File: config.mk
export PLATFORM = sky130hd
export DESIGN_NAME = cw_bridge_top
export DESIGN_NICKNAME = d
export VERILOG_FILES = /design/src/cw_pkg.sv /design/src/bus_pkg.sv /design/src/cw_bridge_top.sv /design/src/cw_response.sv /design/src/cw_serializer.sv /design/src/bus_decode.sv /design/src/cw_clk_div.sv
export SDC_FILE = /design/constraint.sdc
export NUM_CORES = 1
export LEC_CHECK = 0
export BUFFER_PORTS_ARGS = -buffer_cell sky130_fd_sc_hd__buf_2
export CORE_MARGIN = 10
export CORE_UTILIZATION = 25
export DETAILED_ROUTE_END_ITERATION = 8
export PLACE_DENSITY = 0.51
export REMOVE_ABC_BUFFERS = 1
export SYNTH_ARGS = -nofsm -noshare
export SYNTH_HDL_FRONTEND = slang
export SYNTH_SLANG_ARGS = --single-unit
File: constraint.sdc
create_clock -name i_clk -period 4.4 [get_ports i_clk]
set_input_delay 0.66 -clock i_clk [delete_from_list [all_inputs] [get_ports i_clk]]
set_output_delay 0.66 -clock i_clk [all_outputs]
set_load 0.01 [all_outputs]
File: src/cw_pkg.sv
// compressed link constants and the header builder, referenced by scoped names.
package cw_pkg;

    //////////////////////////////
    // link byte and header
    //////////////////////////////

    localparam int CW_W = 8;

    // the write flag sits at the top of the header, sel at the bottom.
    localparam int HDR_WE_BIT = 7;
    localparam int HDR_SEL_W  = 2;

    //////////////////////////////
    // frames
    //////////////////////////////

    // header, three address bytes, two data bytes.
    localparam int WR_FRAME_LEN = 6;
    // header and three address bytes only.
    localparam int RD_FRAME_LEN = 4;

    localparam int FRAME_W = WR_FRAME_LEN * CW_W;
    localparam int CNT_W   = 3;

    // builds the first frame byte.
    // all bits other than we and sel stay zero.
    function automatic logic [CW_W-1:0] cw_hdr(input logic we,
                                               input logic [HDR_SEL_W-1:0] sel);
        logic [CW_W-1:0] hdr;
        hdr = '0;
        hdr[HDR_WE_BIT] = we;
        hdr[HDR_SEL_W-1:0] = sel;
        return hdr;
    endfunction

endpackage

File: src/bus_pkg.sv
// master-side bus definitions shared by the bridge blocks, referenced by scoped names.
package bus_pkg;

    //////////////////////////////
    // widths
    //////////////////////////////

    localparam int ADDR_W = 24;
    localparam int DATA_W = 16;
    localparam int SEL_W  = 2;

    // the divider field sits in the low bits of the local register.
    localparam int DIV_W = 4;

    // the one address the bridge answers by itself.
    localparam logic [ADDR_W-1:0] DIV_ADDR = 24'h001001;

    //////////////////////////////
    // transfer structs
    //////////////////////////////

    // a single transfer as handed from the decoder to the link side.
    typedef struct packed {
        logic              we;
        logic [SEL_W-1:0]  sel;
        logic [ADDR_W-1:0] adr;
        logic [DATA_W-1:0] dat;
    } bus_req_t;

    // result of a link transfer.
    // ack and err are one-cycle pulses and never high together.
    typedef struct packed {
        logic              ack;
        logic              err;
        logic [DATA_W-1:0] dat;
    } bus_rsp_t;

endpackage
File: src/cw_bridge_top.sv
// top of the bus to compressed link bridge, ties the decode, link and divider blocks together.
`timescale 1ns/10ps

module cw_bridge_top (
    input  logic                        i_clk,
    input  logic                        i_reset,
    input  logic                        i_wb_cyc,
    input  logic                        i_wb_stb,
    input  logic                        i_wb_we,
    input  logic [bus_pkg::ADDR_W-1:0]  i_wb_adr,
    input  logic [bus_pkg::SEL_W-1:0]   i_wb_sel,
    input  logic [bus_pkg::DATA_W-1:0]  i_wb_dat,
    input  logic [cw_pkg::CW_W-1:0]     i_cw_dat,
    input  logic                        i_cw_ack,
    input  logic                        i_cw_err,
    output logic [bus_pkg::DATA_W-1:0]  o_wb_dat,
    output logic                        o_wb_ack,
    output logic                        o_wb_err,
    output logic [cw_pkg::CW_W-1:0]     o_cw_dat,
    output logic                        o_cw_req,
    output logic                        o_cw_dir,
    output logic                        o_cw_clk
);

    bus_pkg::bus_req_t            req;
    bus_pkg::bus_rsp_t            rsp;
    logic                         req_valid;
    logic                         req_ready;
    logic                         rsp_start;
    logic                         rsp_we;
    logic                         rsp_done;
    logic                         strobe;
    logic                         div_we;
    logic [bus_pkg::DIV_W-1:0]    div_wr;
    logic [bus_pkg::DIV_W-1:0]    div_rd;

    bus_decode u_decode (
        .i_clk(i_clk), .i_reset(i_reset),
        .i_wb_cyc(i_wb_cyc), .i_wb_stb(i_wb_stb), .i_wb_we(i_wb_we),
        .i_wb_adr(i_wb_adr), .i_wb_sel(i_wb_sel), .i_wb_dat(i_wb_dat),
        .i_div(div_rd), .i_req_ready(req_ready), .i_rsp(rsp),
        .o_req(req), .o_req_valid(req_valid), .o_div_we(div_we), .o_div(div_wr),
        .o_wb_dat(o_wb_dat), .o_wb_ack(o_wb_ack), .o_wb_err(o_wb_err)
    );

    cw_serializer u_serializer (
        .i_clk(i_clk), .i_reset(i_reset), .i_strobe(strobe),
        .i_req(req), .i_req_valid(req_valid), .i_rsp_done(rsp_done),
        .o_req_ready(req_ready), .o_rsp_start(rsp_start), .o_rsp_we(rsp_we),
        .o_cw_dat(o_cw_dat), .o_cw_req(o_cw_req), .o_cw_dir(o_cw_dir)
    );

    cw_response u_response (
        .i_clk(i_clk), .i_reset(i_reset), .i_strobe(strobe),
        .i_rsp_start(rsp_start), .i_rsp_we(rsp_we),
        .i_cw_dat(i_cw_dat), .i_cw_ack(i_cw_ack), .i_cw_err(i_cw_err),
        .o_rsp(rsp), .o_rsp_done(rsp_done)
    );

    cw_clk_div u_clk_div (
        .i_clk(i_clk), .i_reset(i_reset), .i_div_we(div_we), .i_div(div_wr),
        .o_div(div_rd), .o_strobe(strobe), .o_cw_clk(o_cw_clk)
    );

endmodule

File: src/cw_response.sv
// collects the peer's answer on the link and forms the bus response pulse.
`timescale 1ns/10ps

module cw_response (
    input  logic                     i_clk,
    input  logic                     i_reset,
    input  logic                     i_strobe,
    input  logic                     i_rsp_start,
    input  logic                     i_rsp_we,
    input  logic [cw_pkg::CW_W-1:0]  i_cw_dat,
    input  logic                     i_cw_ack,
    input  logic                     i_cw_err,
    output bus_pkg::bus_rsp_t        o_rsp,
    output logic                     o_rsp_done
);

    logic                          active;
    logic                          we_q;
    logic                          hi_got;
    logic [cw_pkg::CW_W-1:0]       hi_q;
    logic                          ack_q;
    logic                          err_q;
    logic [bus_pkg::DATA_W-1:0]    dat_q;
    logic                          beat;

    // a strobe with neither ack nor err is back-pressure and simply waits.
    assign beat = active && i_strobe;

    always_ff @(posedge i_clk) begin
        if (i_reset) begin
            active <= 1'b0;
            hi_got <= 1'b0;
            ack_q  <= 1'b0;
            err_q  <= 1'b0;
        end else begin
            ack_q <= 1'b0;
            err_q <= 1'b0;
            if (i_rsp_start) begin
                active <= 1'b1;
                hi_got <= 1'b0;
            end else if (beat && i_cw_err) begin
                err_q  <= 1'b1;
                active <= 1'b0;
            end else if (beat && i_cw_ack) begin
                if (we_q || hi_got) begin
                    ack_q  <= 1'b1;
                    active <= 1'b0;
                end else begin
                    hi_got <= 1'b1;
                end
            end
        end
    end

    always_ff @(posedge i_clk) begin
        if (i_rsp_start) begin
            we_q <= i_rsp_we;
        end
        if (beat && i_cw_ack && !i_cw_err && !we_q) begin
            if (!hi_got) begin
                hi_q <= i_cw_dat;
            end else begin
                dat_q <= {hi_q, i_cw_dat};
            end
        end
    end

    assign o_rsp      = '{ack: ack_q, err: err_q, dat: dat_q};
    assign o_rsp_done = ack_q || err_q;

endmodule

File: src/cw_serializer.sv
// shifts an accepted request out over the byte link, one byte per strobe, then hands off.
`timescale 1ns/10ps

module cw_serializer (
    input  logic                     i_clk,
    input  logic                     i_reset,
    input  logic                     i_strobe,
    input  bus_pkg::bus_req_t        i_req,
    input  logic                     i_req_valid,
    input  logic                     i_rsp_done,
    output logic                     o_req_ready,
    output logic                     o_rsp_start,
    output logic                     o_rsp_we,
    output logic [cw_pkg::CW_W-1:0]  o_cw_dat,
    output logic                     o_cw_req,
    output logic                     o_cw_dir
);

    typedef enum logic [1:0] {
        S_IDLE,
        S_SEND,
        S_RESP
    } state_t;

    state_t                       state;
    logic [cw_pkg::CNT_W-1:0]     cnt;
    logic [cw_pkg::CNT_W-1:0]     frame_len;
    logic [cw_pkg::FRAME_W-1:0]   frame_q;
    logic                         we_q;
    logic                         last;

    assign frame_len = we_q ? cw_pkg::CNT_W'(cw_pkg::WR_FRAME_LEN)
                            : cw_pkg::CNT_W'(cw_pkg::RD_FRAME_LEN);
    // every byte has been on the wire for a full link period.
    assign last = (cnt == frame_len);

    assign o_req_ready = (state == S_IDLE);
    assign o_rsp_we    = we_q;

    //////////////////////////////
    // control
    //////////////////////////////

    always_ff @(posedge i_clk) begin
        if (i_reset) begin
            state       <= S_IDLE;
            cnt         <= '0;
            o_cw_req    <= 1'b0;
            o_cw_dir    <= 1'b0;
            o_rsp_start <= 1'b0;
        end else begin
            o_rsp_start <= 1'b0;
            case (state)
                S_IDLE: begin
                    if (i_req_valid) begin
                        state <= S_SEND;
                        cnt   <= '0;
                    end
                end
                S_SEND: begin
                    if (i_strobe) begin
                        if (last) begin
                            o_cw_dir    <= 1'b0;
                            o_rsp_start <= 1'b1;
                            state       <= S_RESP;
                        end else begin
                            o_cw_dir <= 1'b1;
                            o_cw_req <= 1'b1;
                            cnt      <= cnt + 1'b1;
                        end
                    end
                end
                S_RESP: begin
                    // the request line stays up through the whole response.
                    if (i_rsp_done) begin
                        o_cw_req <= 1'b0;
                        state    <= S_IDLE;
                    end
                end
                default: state <= S_IDLE;
            endcase
        end
    end

    //////////////////////////////
    // frame data
    //////////////////////////////

    always_ff @(posedge i_clk) begin
        if (state == S_IDLE && i_req_valid) begin
            frame_q <= {cw_pkg::cw_hdr(i_req.we, i_req.sel), i_req.adr, i_req.dat};
            we_q    <= i_req.we;
        end else if (state == S_SEND && i_strobe && !last) begin
            // most significant byte first.
            o_cw_dat <= frame_q[cw_pkg::FRAME_W-1 -: cw_pkg::CW_W];
            frame_q  <= frame_q << cw_pkg::CW_W;
        end
    end

endmodule

File: src/bus_decode.sv
// master port front end, serves the divider register and forwards other transfers to the link.
`timescale 1ns/10ps

module bus_decode (
    input  logic                        i_clk,
    input  logic                        i_reset,
    input  logic                        i_wb_cyc,
    input  logic                        i_wb_stb,
    input  logic                        i_wb_we,
    input  logic [bus_pkg::ADDR_W-1:0]  i_wb_adr,
    input  logic [bus_pkg::SEL_W-1:0]   i_wb_sel,
    input  logic [bus_pkg::DATA_W-1:0]  i_wb_dat,
    input  logic [bus_pkg::DIV_W-1:0]   i_div,
    input  logic                        i_req_ready,
    input  bus_pkg::bus_rsp_t           i_rsp,
    output bus_pkg::bus_req_t           o_req,
    output logic                        o_req_valid,
    output logic                        o_div_we,
    output logic [bus_pkg::DIV_W-1:0]   o_div,
    output logic [bus_pkg::DATA_W-1:0]  o_wb_dat,
    output logic                        o_wb_ack,
    output logic                        o_wb_err
);

    logic hit;
    logic go;
    logic busy;

    assign hit = (i_wb_adr == bus_pkg::DIV_ADDR);
    // a new cycle is taken only when nothing is pending or being acknowledged.
    assign go = i_wb_cyc && i_wb_stb && !busy && !o_wb_ack && !o_wb_err;

    assign o_div_we = go && hit && i_wb_we;
    assign o_div    = i_wb_dat[bus_pkg::DIV_W-1:0];

    always_ff @(posedge i_clk) begin
        if (i_reset) begin
            busy        <= 1'b0;
            o_req_valid <= 1'b0;
            o_wb_ack    <= 1'b0;
            o_wb_err    <= 1'b0;
        end else begin
            o_wb_ack <= 1'b0;
            o_wb_err <= 1'b0;
            if (o_req_valid && i_req_ready) begin
                o_req_valid <= 1'b0;
            end
            if (go && hit) begin
                o_wb_ack <= 1'b1;
            end else if (go) begin
                busy        <= 1'b1;
                o_req_valid <= 1'b1;
            end
            if (busy && (i_rsp.ack || i_rsp.err)) begin
                busy     <= 1'b0;
                o_wb_ack <= i_rsp.ack;
                o_wb_err <= i_rsp.err;
            end
        end
    end

    always_ff @(posedge i_clk) begin
        if (go && !hit) begin
            o_req <= '{we: i_wb_we, sel: i_wb_sel, adr: i_wb_adr, dat: i_wb_dat};
        end
        if (go && hit && !i_wb_we) begin
            o_wb_dat <= {{(bus_pkg::DATA_W-bus_pkg::DIV_W){1'b0}}, i_div};
        end else if (busy && i_rsp.ack) begin
            o_wb_dat <= i_rsp.dat;
        end
    end

endmodule

File: src/cw_clk_div.sv
// programmable divider that drives the link clock and the strobe marking its rising edge.
`timescale 1ns/10ps

module cw_clk_div (
    input  logic                     i_clk,
    input  logic                     i_reset,
    input  logic                     i_div_we,
    input  logic [bus_pkg::DIV_W-1:0] i_div,
    output logic [bus_pkg::DIV_W-1:0] o_div,
    output logic                     o_strobe,
    output logic                     o_cw_clk
);

    logic [bus_pkg::DIV_W-1:0] div_q;
    logic [bus_pkg::DIV_W-1:0] div_act;
    logic [bus_pkg::DIV_W-1:0] cnt;
    logic                      toggle;

    // the link clock flips every div+1 cycles.
    assign toggle = (cnt == div_act);

    always_ff @(posedge i_clk) begin
        if (i_reset) begin
            div_q    <= '0;
            div_act  <= '0;
            cnt      <= '0;
            o_cw_clk <= 1'b0;
            o_strobe <= 1'b0;
        end else begin
            if (i_div_we) begin
                div_q <= i_div;
            end
            // strobe is high in the first cycle the link clock is high.
            o_strobe <= toggle && !o_cw_clk;
            if (toggle) begin
                cnt      <= '0;
                o_cw_clk <= ~o_cw_clk;
                // a new divider only counts from the next half period on.
                div_act  <= div_q;
            end else begin
                cnt <= cnt + 1'b1;
            end
        end
    end

    assign o_div = div_q;

endmodule

==> results.env, run 1 <==
FLOW.AREA_GROWTH_FROM_SYNTHESIS_PCT=22.7
CP_SLOWEST_CELL='sky130_fd_sc_hd__nor4_4'
SETUP.WORST_PATH.CLASS='in2reg'
VIA_COUNT=3469
DETAILED_PLACE.AREA_UM2=6840
POST_SYNTH_MAIN_AREA_CONTRIBUTORS='sky130_fd_sc_hd__edfxtp_1, sky130_fd_sc_hd__dfxtp_1, sky130_fd_sc_hd__a22o_1, sky130_fd_sc_hd__a21oi_1, sky130_fd_sc_hd__nand2_1'
NUMBER_OF_FLOPS_MAPPED_TO_ENABLE_CELLS_BY_YOSYS=124
HOLD_BUFFER_COUNT_AT_CTS=0
FIN_NETS=543
SYNTH.DISTINCT_CELLS=38
DIE-AREA_UM2=30800
NETLIST.TOP_CELL.BY_AREA='sky130_fd_sc_hd__edfxtp_1'
PLACE.PORT_BUFFERS=85
DRV_CAP=0
GRT_PASS1_WL_MM=20.8
SYNTH_WARNINGS=0
CORE_UM2=23600
FINAL-INSTANCE-COUNT-EXCL-FILL=816
FLOORPLAN.IO_PINS=86
TIMING_HOLD_VIOLATIONS_FINAL=0
SYNTH-MAIN-FF-CELL='sky130_fd_sc_hd__edfxtp_1'
CLKPWRFRAC_PCT=43.0
CLOCK_SKEWS_NS=0.0120
MAX_SLEW_VIOLATION_TOTAL_FROM_THE_FINAL_REPORT=0
CTS_POST_SETUP_BUFFERS_INSERTED=0
OVERALL_FRACTION_OF_GLOBAL_ROUTE_TRACKS_IN_USE_PCT=8.84
YS_ASYNC_SR_FRACTION_PCT=0
OVERFLOW=0
CRITICAL_PATH.MAX_STAGE_DELAY_NS=0.78
FINAL_HPWL_DP_MM=9.25
POST_SYNTH_INSTANCE_AREA_UM2=6040
YOSYSSEQAREASHARE_PCT=77.2
INITIAL_ANTENNA_VIOLATION_COUNT=0
SYNTHESIS.INSTANCES=393
WIRE_PER_INST_UM=16.2
UNREPAIRED_SETUP_ENDPOINTS_AFTER_GLOBAL_ROUTING='false'
SYNTH-SEQ-CELLS=171
AREA_OF_THE_MULTI_INPUT_GATES_UM2=1320
CRIT_CHAIN='buf_2, nor4_1, nand4_1, nor4_4, mux2_2'
POWER.SHARE.SEQUENTIAL_PCT=53.8
COMB_POWER_SHARE_PCT=3.2
FINAL-SEQ-AREA_UM2=4660
CRITPATHCAPTURETYPE='register'
TRITONCTS='done'
CRITICAL_PATH_REQUIRED_NS=4.58
YS_TOP_CELLS_BY_COUNT='sky130_fd_sc_hd__edfxtp_1, sky130_fd_sc_hd__dfxtp_1, sky130_fd_sc_hd__a22o_1, sky130_fd_sc_hd__nand2_1, sky130_fd_sc_hd__a21oi_1'
WORST_EP_ARRIVAL_TIME_NS=3.13
SYNTH_TOP_AREA_SHARE_PCT=61.6
GPL.FINAL_WEIGHTED_CONGESTION=0.766
POWER.NET_SWITCHING_uW=735
VDD_DROP_MAX_uV=260
INITIALDRTVIOLATIONCOUNT=272
TIMING.FINAL.CRIT_SHARE_PCT=67.2
CLOCK.FMAX_MHz=338
NUMPLACEDINSTANCES=784
TIMING_WORST_SLEW_PIN_VALUE_NS=1.04
CLOCKROOTBUFFER='sky130_fd_sc_hd__clkbuf_16'
ROUTED_WL_MM=13.2
NUMCTSBUFFERS=17
LAYOUT_MIN_CYCLE_TIME_NS=2.96
FINISH.INSTANCE_AREA_UM2=7410
SETUP_VIOLATIONS=0
DRC=0
POST-SYNTH-TOP-COUNT-CELL='sky130_fd_sc_hd__edfxtp_1'
RUN_STATUS='finished clean'
PRE_CTS_WS_NS=1.07
ANT_NETS=0
CP_MAX_FO=16
CTS_SINKS=171
VIA_DENSITY=4.25
CTS.REPORTEDPATHS.CLKPINSLEW_NS=0.07
FIRST_GLOBAL_VIAS=3638
POWER-PER-CELL-AREA_nW_PER_UM2=452
AVGSYNTHCELLAREA_UM2=15.4
CLKLATENCYLATEPIN_NS=0.43
HOLDCRITPATHCLASS='in2reg'
DIE_HEIGHT_UM=175
DRT_PRE_ANTENNA_ITERS=4
FINALWORSTSETUPSLACK_NS=1.44
FINAL.FILL_COUNT=2365
TIMING.MAX_SLEW.REL_SLACK_PCT=30.4
START_UTIL_PCT=25.6
HTREE_NUM_LEVELS=4
STD_CELL_ROWS=56
SW_FRAC_OF_TOTAL_PCT=21.9
POWER.INTERNAL_mW=2.62
CTS_BUFFER_DEPTH=2
GRT_MAX_DEGREE=58
HOLD_WS_NS=0.401
LEAKAGEPOWER_nW=2.64
DIODES=0
FINALSETUPTNS_NS=0
POSTLAYOUTCOREUTIL_PCT=31.4
POST_CTS.RESIZED_INSTANCES=0
DIEWIDTH_UM=175
START_KIND='input port'
P_TOTAL_mW=3.35
LAYOUT-DRIVE-GT1-SHARE_PCT=26.4
-- sequential cells by signal, indices dropped and copies added, names as in the netlist, 2 cells and up --
name / flops
u_serializer.frame_q: 48
u_decode.o_req: 43
u_decode.o_wb_dat: 16
u_response.dat_q: 16
u_response.hi_q: 8
u_serializer.o_cw_dat: 8
u_clk_div.cnt: 4
u_clk_div.div_act: 4
u_clk_div.o_div: 4
u_serializer.cnt: 3
u_serializer.state: 2
-- cell usage in the layout (no fill, tap or decap), types with 4 or more instances in the layout --
cell type and count:
sky130_fd_sc_hd__dfxtp_1 47, sky130_fd_sc_hd__xnor2_1 8, sky130_fd_sc_hd__o21ai_0 11, sky130_fd_sc_hd__a21oi_1 23, sky130_fd_sc_hd__mux2_2 4, sky130_fd_sc_hd__nor4_1 5, sky130_fd_sc_hd__nand2_1 28, sky130_fd_sc_hd__clkinv_4 4
sky130_fd_sc_hd__nand3_1 20, sky130_fd_sc_hd__and3_1 8, sky130_fd_sc_hd__nor2_1 17, sky130_fd_sc_hd__a22o_1 35, sky130_fd_sc_hd__mux2i_1 5, sky130_fd_sc_hd__inv_1 4, sky130_fd_sc_hd__clkbuf_16 17, sky130_fd_sc_hd__nor3_1 7
sky130_fd_sc_hd__edfxtp_1 124, sky130_fd_sc_hd__buf_2 85
-- cells by family (layout without fill, tap and decap cells) --
group                    after synthesis  count (layout)  synth area share, %
AO/OA/AOI/OAI                         74              74                 8.45
XOR/XNOR                              10              10                 1.45
multiplexers                           9               9                 1.57
flip-flops                           171             171                 77.2
buffers and inverters                 20             124                 1.28
adder cells (fa/ha/maj)                2               2                0.414
AND/OR/NAND/NOR                      107             107                 9.61
-- power groups by stage --
stage	registers, mW	logic (mW)	clock network, mW
5_1_grt	1.81	0.122	1.55
3_5_place_dp	1.84	0.111	0
3_3_place_gp	1.84	0.108	0
6_report	1.80	0.109	1.44
4_1_cts	1.80	0.112	1.48
2_1_floorplan	1.83	0.0503	0
-- area by class of cell --
class	instances	area share, %
clock buffers	18	5.79
repair buffers	88	6.04
clock inverters	14	1.87
well taps	319	5.39
inverters	4	0.203
multi-input cells	202	17.8
flip-flops and latches	171	62.9
-- critical path, delay by kind of cell --
family        cells  cell delay (ns)
simple gates      3             1.94
buf+inv           1             0.11
mux               1             0.42
-- final timing paths --
check                          startpoint                             end  slack, ns  cells past startpoint
min reg2reg  u_response.hi_q[6]$_DFFE_PP_  u_response.dat_q[14]$_DFFE_PP_       0.42                      0
max reg2reg    u_decode.busy$_SDFFE_PP0P_  u_decode.o_wb_dat[3]$_DFFE_PP_       1.83                      4
max                          i_wb_adr[19]  u_decode.o_wb_dat[3]$_DFFE_PP_       1.44                      5
min                           i_wb_sel[1]    u_decode.o_req[41]$_DFFE_PP_       0.40                      1
-- metal layers --
metal	track usage (%)	up-vias	wire length, µm
met5	0	-	0
met1	10.5	1691	5790
li1	-	1684	-
met2	14.3	73	6540
met3	2.87	21	651
met4	4.03	0	274
Power figures use the tool's default switching activity.
==> run 2, diff against run 1 <==
- ABC_AREA: unset -> 1
- PLACE_DENSITY: 0.51 -> 0.53
- clock period: 4.4 -> 2.7 ns (I/O delays scaled with it)
==> run 2 against run 1 <==
Register-to-register slack worse by 1.1 ns. Cell count is 9.9% higher. Via count up 4.8%. Routed wire length is 1.4% lower. Critical path depth up 2. Clock-buffer cell count stayed put. Critical path type is now reg2reg. Largest cell class unchanged.
==> results.env, run 2 <==
CRITICAL_PATH_REQUIRED_NS=2.81  # -1.77 ns
SYNTH-SEQ-CELLS=171  # unchanged
CLOCK_SKEWS_NS=0.0162  # +0.00427 ns
FLOORPLAN.IO_PINS=86  # unchanged
START_UTIL_PCT=25.4  # -0.20 points
GRT-BUSIEST-LAYER='met2'
FINAL-SEQ-AREA_UM2=4660  # unchanged
POWER.NET_SWITCHING_mW=1.22  # +65%
TIMING.HOLD.WORST_ENDPOINT='u_decode.o_req[7]$_DFFE_PP_'
MOST_COMMON_CELL_AFTER_LAYOUT_FILL_AND_TAPS_ASIDE='sky130_fd_sc_hd__edfxtp_1'
GRT_PASS1_WL_MM=20.4  # -2.1%
POWER.SHARE.SEQUENTIAL_PCT=53.5  # -0.3 points
SYNTHESIS.INSTANCES=462  # +18%
START_KIND='register'
DIE-AREA_UM2=31400  # +1.9%
TIMING.FINAL.CRIT_SHARE_PCT=72.4
CRITICAL_R2R_LAUNCH='u_decode.busy$_SDFFE_PP0P_'
WIRE_PER_INST_UM=14.6  # -10%
NUMCTSBUFFERS=17  # unchanged
WORSTPATHBUFFERINVERTERCOUNT=2  # +1
HOLDCRITPATHCLASS='in2reg'
VIA_DENSITY=4.05  # -4.7%
LAYOUT_MIN_CYCLE_TIME_NS=1.95
DIE_HEIGHT_UM=177  # +0.97%
MAX_SLEW_VIOLATION_TOTAL_FROM_THE_FINAL_REPORT=0  # unchanged
FINALSETUPTNS_NS=0  # unchanged
REG_TOP3='u_serializer.frame_q (48), u_decode.o_req (43)'
CLOCKROOTBUFFER='sky130_fd_sc_hd__clkbuf_16'
TIMING_WORST_SLEW_PIN_VALUE_NS=0.725  # -0.318 ns
NUMBER_OF_FLOPS_MAPPED_TO_ENABLE_CELLS_BY_YOSYS=124  # unchanged
GLOBAL_ROUTE.USAGE.MET1_PCT=9.54  # -0.98 points
TIMING.HOLD.WORST_PATH_DEPTH=1  # unchanged
POWER-PER-CELL-AREA_nW_PER_UM2=725  # +60%
CLKLATENCYLATEPIN_NS=0.43  # about the same
LEAKAGEPOWER_nW=2.91  # +10%
CRITICAL-PATH-TOP-DELAY-FAMILY='simple AND/OR/NAND/NOR gates'
NETLIST.TOP_CELL.BY_AREA='sky130_fd_sc_hd__edfxtp_1'
HTREE_NUM_LEVELS=4  # unchanged
LAYOUT-DRIVE-GT1-SHARE_PCT=23.9  # -2.4 points
DIODES=0  # unchanged
CTS_POST_SETUP_BUFFERS_INSERTED=0  # unchanged
TIMING_HOLD_VIOLATIONS_FINAL=0  # unchanged
SETUP.REG_TO_REG.WORST_SLACK_NS=0.75  # -1.08 ns
POST_SYNTH_INSTANCE_AREA_UM2=6170  # +2.2%
SYNTH_WARNINGS=0  # unchanged
OVERFLOW=0  # unchanged
CRITPATHCAPTURETYPE='register'
LARGEST_REG_FLOPS=48  # unchanged
COMMONEST_NON_FILL_NON_TAP_CELLS_IN_THE_LAYOUT='sky130_fd_sc_hd__edfxtp_1, sky130_fd_sc_hd__buf_2, sky130_fd_sc_hd__nor2_1'
SW_FRAC_OF_TOTAL_PCT=22.1  # +0.17 points
CRITICAL_PATH.MAX_STAGE_DELAY_NS=0.50  # -0.28 ns
DRV_CAP=0  # unchanged
WORST_EP_ARRIVAL_TIME_NS=2.07  # -1.06 ns
TRITONCTS='done'
GPL.FINAL_WEIGHTED_CONGESTION=0.767  # +0.10%
POST-SYNTH-TOP-COUNT-CELL='sky130_fd_sc_hd__edfxtp_1'
COMB_POWER_SHARE_PCT=3.8  # +0.6 points
POWER.INTERNAL_mW=4.28  # +64%
GROUTE.LAYER.MET3.USAGE_PCT=2.73  # -0.14 points
RUN_STATUS='finished clean'
CP_SLOWEST_CELL='sky130_fd_sc_hd__dfxtp_1'
FLOW.AREA_GROWTH_FROM_SYNTHESIS_PCT=22.8
FINAL_HPWL_DP_MM=9.19  # -0.65%
DRC=0  # unchanged
CRIT_CHAIN='inv_2, nand2_2, nor2_4, nand4_4, nor2_8, inv_2, nand2_1'
LARGEST_REGISTER='u_serializer.frame_q'
ROUTING_USAGE_ON_MET2_PCT=14.3  # about the same
AREA_OF_THE_MULTI_INPUT_GATES_UM2=1310  # -0.67%
VDD_DROP_MAX_uV=442  # +70%
R2R.WORST_PATH.CELLS=7  # +3
ROUTED_WL_MM=13.1  # -1.4%
SYNTH-MAIN-FF-CELL='sky130_fd_sc_hd__edfxtp_1'
GRT_MAX_DEGREE=38  # -34%
CTS_SINKS=171  # unchanged
INITIALDRTVIOLATIONCOUNT=207  # -24%
SETUP.WORST_PATH.CLASS='reg2reg'
POST_SYNTH_MAIN_AREA_CONTRIBUTORS='sky130_fd_sc_hd__edfxtp_1, sky130_fd_sc_hd__dfxtp_1, sky130_fd_sc_hd__a22o_1, sky130_fd_sc_hd__nor2_1, sky130_fd_sc_hd__nand2_1'
CP_MAX_FO=17  # +1
CORE_UM2=24300  # +3.0%
R2R_END='u_decode.o_wb_dat[0]$_DFFE_PP_'
YS_TOP_CELLS_BY_COUNT='sky130_fd_sc_hd__edfxtp_1, sky130_fd_sc_hd__nor2_1, sky130_fd_sc_hd__nand2_1, sky130_fd_sc_hd__dfxtp_1, sky130_fd_sc_hd__a22o_1'
DIEWIDTH_UM=177  # +0.97%
CTS.REPORTEDPATHS.CLKPINSLEW_NS=0.07  # about the same
YS_ASYNC_SR_FRACTION_PCT=0  # unchanged
SETUP_VIOLATIONS=0  # unchanged
YOSYSSEQAREASHARE_PCT=75.6  # -1.7 points
PLACE.PORT_BUFFERS=85  # unchanged
OVERALL_FRACTION_OF_GLOBAL_ROUTE_TRACKS_IN_USE_PCT=8.53  # -0.32 points
TIMING.MAX_SLEW.REL_SLACK_PCT=51.5  # +21 points
HOLD_PATH_STARTPOINT='i_wb_dat[7]'
DRT_PRE_ANTENNA_ITERS=4  # unchanged
TIMING.CRITICAL_PATH.MODE_CELL='sky130_fd_sc_hd__inv_2'
FIN_NETS=619  # +14%
INITIAL_ANTENNA_VIOLATION_COUNT=1  # +1
SYNTH.DISTINCT_CELLS=32  # -16%
FINAL.FILL_COUNT=2423  # +2.5%
UNREPAIRED_SETUP_ENDPOINTS_AFTER_GLOBAL_ROUTING='false'
P_TOTAL_mW=5.50  # +64%
POST_CTS.RESIZED_INSTANCES=0  # unchanged
CTS_BUFFER_DEPTH=2  # unchanged
STD_CELL_ROWS=57  # +1.8%
ANT_NETS=0  # unchanged
FIRST_GLOBAL_VIAS=3787  # +4.1%
HOLD_BUFFER_COUNT_AT_CTS=0  # unchanged
VIA_COUNT=3636  # +4.8%
CLKPWRFRAC_PCT=42.6  # -0.4 points
CLOCK.FMAX_MHz=512
SYNTH_TOP_AREA_SHARE_PCT=60.3  # -1.3 points
AVGSYNTHCELLAREA_UM2=13.4  # -13%
==> run 2: cell types whose count changed in the layout (fill, tap and decap cells not counted), sizes merged, moves of 4 or more <==
cell   change
nor2      +58
inv       +32
nand2     +28
and3       -7
nor4       -7
xnor2      -7
nor3       -6
a22o       +5
buf        +5
mux2i      -5
nand4      +5
mux2       -4
==> run 2: per-layer routing <==
layer / wire (µm) / part of all wire [%] / vias to the layer above
met4: 221 / 1.7 / 2
met3: 403 / 3.1 / 17
li1: - / - / 1840
met2: 6820 / 52 / 63
met5: 13 / 0.099 / -
met1: 5620 / 43 / 1714
==> run 2: metrics by stage <==
| stage | setup WS, ns | instances | cell area, µm² | util (%) | hold WS, ns |
|---|---|---|---|---|---|
| 5_1_grt | 0.588 | 897 | 7580 | 31.2 | 0.118 |
| 3_5_place_dp | 0.695 | 865 | 7020 | 28.9 | 0.406 |
| 4_1_cts | 0.706 | 897 | 7580 | 31.2 | 0.122 |
| 6_report | 0.746 | 897 | 7580 | 31.2 | 0.145 |
| 3_3_place_gp | 0.714 | 865 | 7020 | 28.9 | 0.401 |
| 2_1_floorplan | 0.604 | 448 | 6100 | - | 0.400 |
==> run 2: cells by family (layout without fill, tap and decap cells) <==
group,Yosys count,after routing,share of synthesized area (%)
buffers and inverters,49,160,3.26
adder cells (fa/ha/maj),2,2,0.405
AND/OR/NAND/NOR,159,159,11.3
AO/OA/AOI/OAI,75,75,8.65
XOR/XNOR,6,6,0.851
flip-flops,171,171,75.6
==> run 2: area by class of cell <==
class                   instances  area share (%)
flip-flops and latches        171            61.5
multi-input cells             242            17.2
repair buffers                 93            6.73
clock buffers                  18            5.66
well taps                     324            5.35
clock inverters                14            1.78
inverters                      35            1.73
==> run 2: power by group through the flow <==
stage	logic, mW	registers [mW]	clock network (mW)
6_report	0.211	2.94	2.34
5_1_grt	0.239	2.95	2.52
4_1_cts	0.218	2.95	2.41
3_5_place_dp	0.217	3.00	0
3_3_place_gp	0.215	3.00	0
2_1_floorplan	0.105	2.99	0
==> run 2: how the worst max path moves through the flow <==
stage,startpoint,to,slack (ns),cells after the start
4_1_cts,u_decode.busy$_SDFFE_PP0P_,u_decode.o_wb_dat[0]$_DFFE_PP_,0.71,7
2_1_floorplan,u_decode.busy$_SDFFE_PP0P_,u_decode.o_req[0]$_DFFE_PP_,0.60,5
5_1_grt,u_decode.busy$_SDFFE_PP0P_,u_decode.o_wb_dat[2]$_DFFE_PP_,0.59,7
6_report,u_decode.busy$_SDFFE_PP0P_,u_decode.o_wb_dat[0]$_DFFE_PP_,0.75,7
3_3_place_gp,i_wb_adr[3],u_decode.o_wb_dat[2]$_DFFE_PP_,0.71,8
3_5_place_dp,i_wb_adr[3],u_decode.o_wb_dat[0]$_DFFE_PP_,0.70,8
==> run 3, diff against run 2 <==
- ABC_AREA: 1 -> 0
- PLACE_DENSITY: 0.53 -> 0.51
- clock period: 2.7 -> 2 ns (I/O delays scaled with it)
==> run 3 against run 2 <==
Clock-buffer cell count decreased by 1. Critical path depth did not move. Via count is 2.6% lower. Clock skew fell by 0.0048 ns. Sequential share of layout area fell by 0.071 points. Clock power up 32%. Global-route usage is essentially flat. Combinational power up 30%.
==> results.env, run 3 (synthesized netlist as in run 1, its figures left out) <==
CORE_UM2=23600  # -2.9%
HOLD_WS_NS=0.0471  # -0.0979 ns
GLOBAL_ROUTE.USAGE.MET1_PCT=9.95  # +0.41 points
VDD_DROP_MAX_uV=534  # +21%
LAYOUT-DRIVE-GT1-SHARE_PCT=29.3  # +5.4 points
NUMCTSBUFFERS=17  # unchanged
PRE_CTS_WS_NS=-0.336  # -1.03 ns
POST_CTS.RESIZED_INSTANCES=0  # unchanged
LARGEST_REGISTER='u_serializer.frame_q'
CLOCK.FMAX_MHz=536
CRITICAL_PATH.MAX_STAGE_DELAY_NS=0.43  # -0.07 ns
TRITONCTS='done'
FINAL-INSTANCE-COUNT-EXCL-FILL=839  # -6.5%
START_UTIL_PCT=25.6  # +0.20 points
CTS_POST_SETUP_BUFFERS_INSERTED=0  # unchanged
STD_CELL_ROWS=56  # -1.8%
FINAL-SEQ-AREA_UM2=4660  # unchanged
WIRE_PER_INST_UM=15.7  # +7.7%
ROUTING_USAGE_ON_MET2_PCT=13.9  # -0.39 points
DRV_CAP=0  # unchanged
R2R.WORST_PATH.CELLS=4  # -3
VIA_COUNT=3542  # -2.6%
SETUP.WORST_PATH.CLASS='in2reg'
CLOCK_SKEWS_NS=0.0114  # -0.00479 ns
GRT_PASS1_WL_MM=20.1  # -1.6%
FIRST_GLOBAL_VIAS=3593  # -5.1%
HOLDCRITPATHCLASS='in2reg'
PLACE.PORT_BUFFERS=85  # unchanged
GROUTE.LAYER.MET3.USAGE_PCT=2.75  # +0.014 points
CTS_BUFFER_DEPTH=2  # unchanged
TIMING.HOLD.WORST_PATH_DEPTH=1  # unchanged
DRT_PRE_ANTENNA_ITERS=4  # unchanged
CRITICAL_PATH_REQUIRED_NS=2.14  # -0.67 ns
TIMING.MAX_SLEW.REL_SLACK_PCT=65.9  # +14 points
LAYOUT_MIN_CYCLE_TIME_NS=1.86
MAX_SLEW_VIOLATION_TOTAL_FROM_THE_FINAL_REPORT=0  # unchanged
LARGEST_REG_FLOPS=48  # unchanged
CRITPATHCAPTURETYPE='register'
FINAL_HPWL_DP_MM=9.52  # +3.6%
FIN_NETS=565  # -8.7%
AREA_OF_THE_MULTI_INPUT_GATES_UM2=1320  # +0.67%
COMMONEST_NON_FILL_NON_TAP_CELLS_IN_THE_LAYOUT='sky130_fd_sc_hd__edfxtp_1, sky130_fd_sc_hd__buf_2, sky130_fd_sc_hd__dfxtp_1'
HOLD_BUFFER_COUNT_AT_CTS=0  # unchanged
CP_SLOWEST_CELL='sky130_fd_sc_hd__nor4_1'
OVERFLOW=0  # unchanged
CTS_SINKS=171  # unchanged
INITIALDRTVIOLATIONCOUNT=210  # +1.4%
TIMING_HOLD_VIOLATIONS_FINAL=0  # unchanged
RUN_STATUS='finished clean'
CP_MAX_FO=4  # -13
CLKLATENCYLATEPIN_NS=0.43  # about the same
SETUP_VIOLATIONS=0  # unchanged
HTREE_NUM_LEVELS=4  # unchanged
DRC=0  # unchanged
START_KIND='input port'
NUMPLACEDINSTANCES=806  # -6.8%
TIMING.CRITICAL_PATH.MODE_CELL='sky130_fd_sc_hd__buf_4'
MOST_COMMON_CELL_AFTER_LAYOUT_FILL_AND_TAPS_ASIDE='sky130_fd_sc_hd__edfxtp_1'
GPL.FINAL_WEIGHTED_CONGESTION=0.776  # +1.2%
POWER-PER-CELL-AREA_nW_PER_UM2=962  # +33%
TIMING_WORST_SLEW_PIN_VALUE_NS=0.511  # -0.214 ns
TIMING.FINAL.CRIT_SHARE_PCT=93.2
DIE_HEIGHT_UM=175  # -0.96%
FINALSETUPTNS_NS=0  # unchanged
ROUTED_WL_MM=13.2  # +0.76%
DIE-AREA_UM2=30800  # -1.9%
CLOCKROOTBUFFER='sky130_fd_sc_hd__clkbuf_16'
VIA_DENSITY=4.22  # +4.1%
DIEWIDTH_UM=175  # -0.96%
FLOORPLAN.IO_PINS=86  # unchanged
GRT_MAX_DEGREE=36  # -5.3%
LEAKAGEPOWER_nW=2.76  # -5.1%
UNREPAIRED_SETUP_ENDPOINTS_AFTER_GLOBAL_ROUTING='false'
OVERALL_FRACTION_OF_GLOBAL_ROUTE_TRACKS_IN_USE_PCT=8.56  # +0.036 points
WORST_EP_ARRIVAL_TIME_NS=2.01  # -0.06 ns
FLOW.AREA_GROWTH_FROM_SYNTHESIS_PCT=25.7
GRT-BUSIEST-LAYER='met2'
CRIT_CHAIN='buf_2, nor4_1, buf_4, nand4_1, or3_1, o21ai_0, buf_4'
FINAL.FILL_COUNT=2352  # -2.9%
ANT_NETS=0  # unchanged
CTS.REPORTEDPATHS.CLKPINSLEW_NS=0.07  # about the same
REG_TOP3='u_serializer.frame_q (48), u_decode.o_req (43)'
FINALWORSTSETUPSLACK_NS=0.136  # -0.610 ns
INITIAL_ANTENNA_VIOLATION_COUNT=2  # +1
-- run 3: cell count changes in the layout (fill, tap and decap cells not counted), sizes merged, moves of 17 or more --
cell / change
nor2: -58
inv: -29
buf: +17
nand2: -28
-- run 3: area by class of cell --
cell class              instances  area share (%)
repair buffers                110            8.40
clock buffers                  17            5.60
well taps                     319            5.26
multi-input cells             202            17.3
inverters                       4           0.198
flip-flops and latches        171            61.4
diodes                          1          0.0330
clock inverters                15            1.73
-- run 3: layer usage --
layer  share of wire, %  wire length (µm)
met5              0.099                13
met4                3.0               400
met3                5.2               689
met2                 49              6480
met1                 42              5590
-- run 3: final timing paths --
kind | startpoint | end | slack [ns]
setup / recovery | i_wb_adr[13] | u_decode.o_wb_dat[1]$_DFFE_PP_ | 0.14
hold / removal | i_wb_sel[0] | u_decode.o_req[40]$_DFFE_PP_ | 0.05
setup reg to reg | u_decode.busy$_SDFFE_PP0P_ | u_decode.o_wb_dat[1]$_DFFE_PP_ | 0.15
hold reg to reg | u_response.hi_q[0]$_DFFE_PP_ | u_response.dat_q[8]$_DFFE_PP_ | 0.42
-- run 3: critical path, delay by kind of cell --
family                 cells  cell delay (ns)
AND/OR/NAND/NOR            3             1.07
buffers and inverters      3             0.46
AO/OA/AOI/OAI              1             0.18
-- run 3: per-stage QoR --
stage	utilization, %	power (mW)	cell area [µm²]
2_1_floorplan	-	4.14	5980
3_3_place_gp	29.8	4.30	7030
3_5_place_dp	29.8	4.31	7030
4_1_cts	32.1	7.41	7590
5_1_grt	32.1	7.58	7590
6_report	32.2	7.30	7590
-- run 3: report_power, final --
group	switching (mW)	leakage [nW]	total (mW)	internal, mW
clock	1.44	0.273	3.08	1.64
sequential	0.0392	1.53	3.96	3.92
combinational	0.158	0.955	0.274	0.116
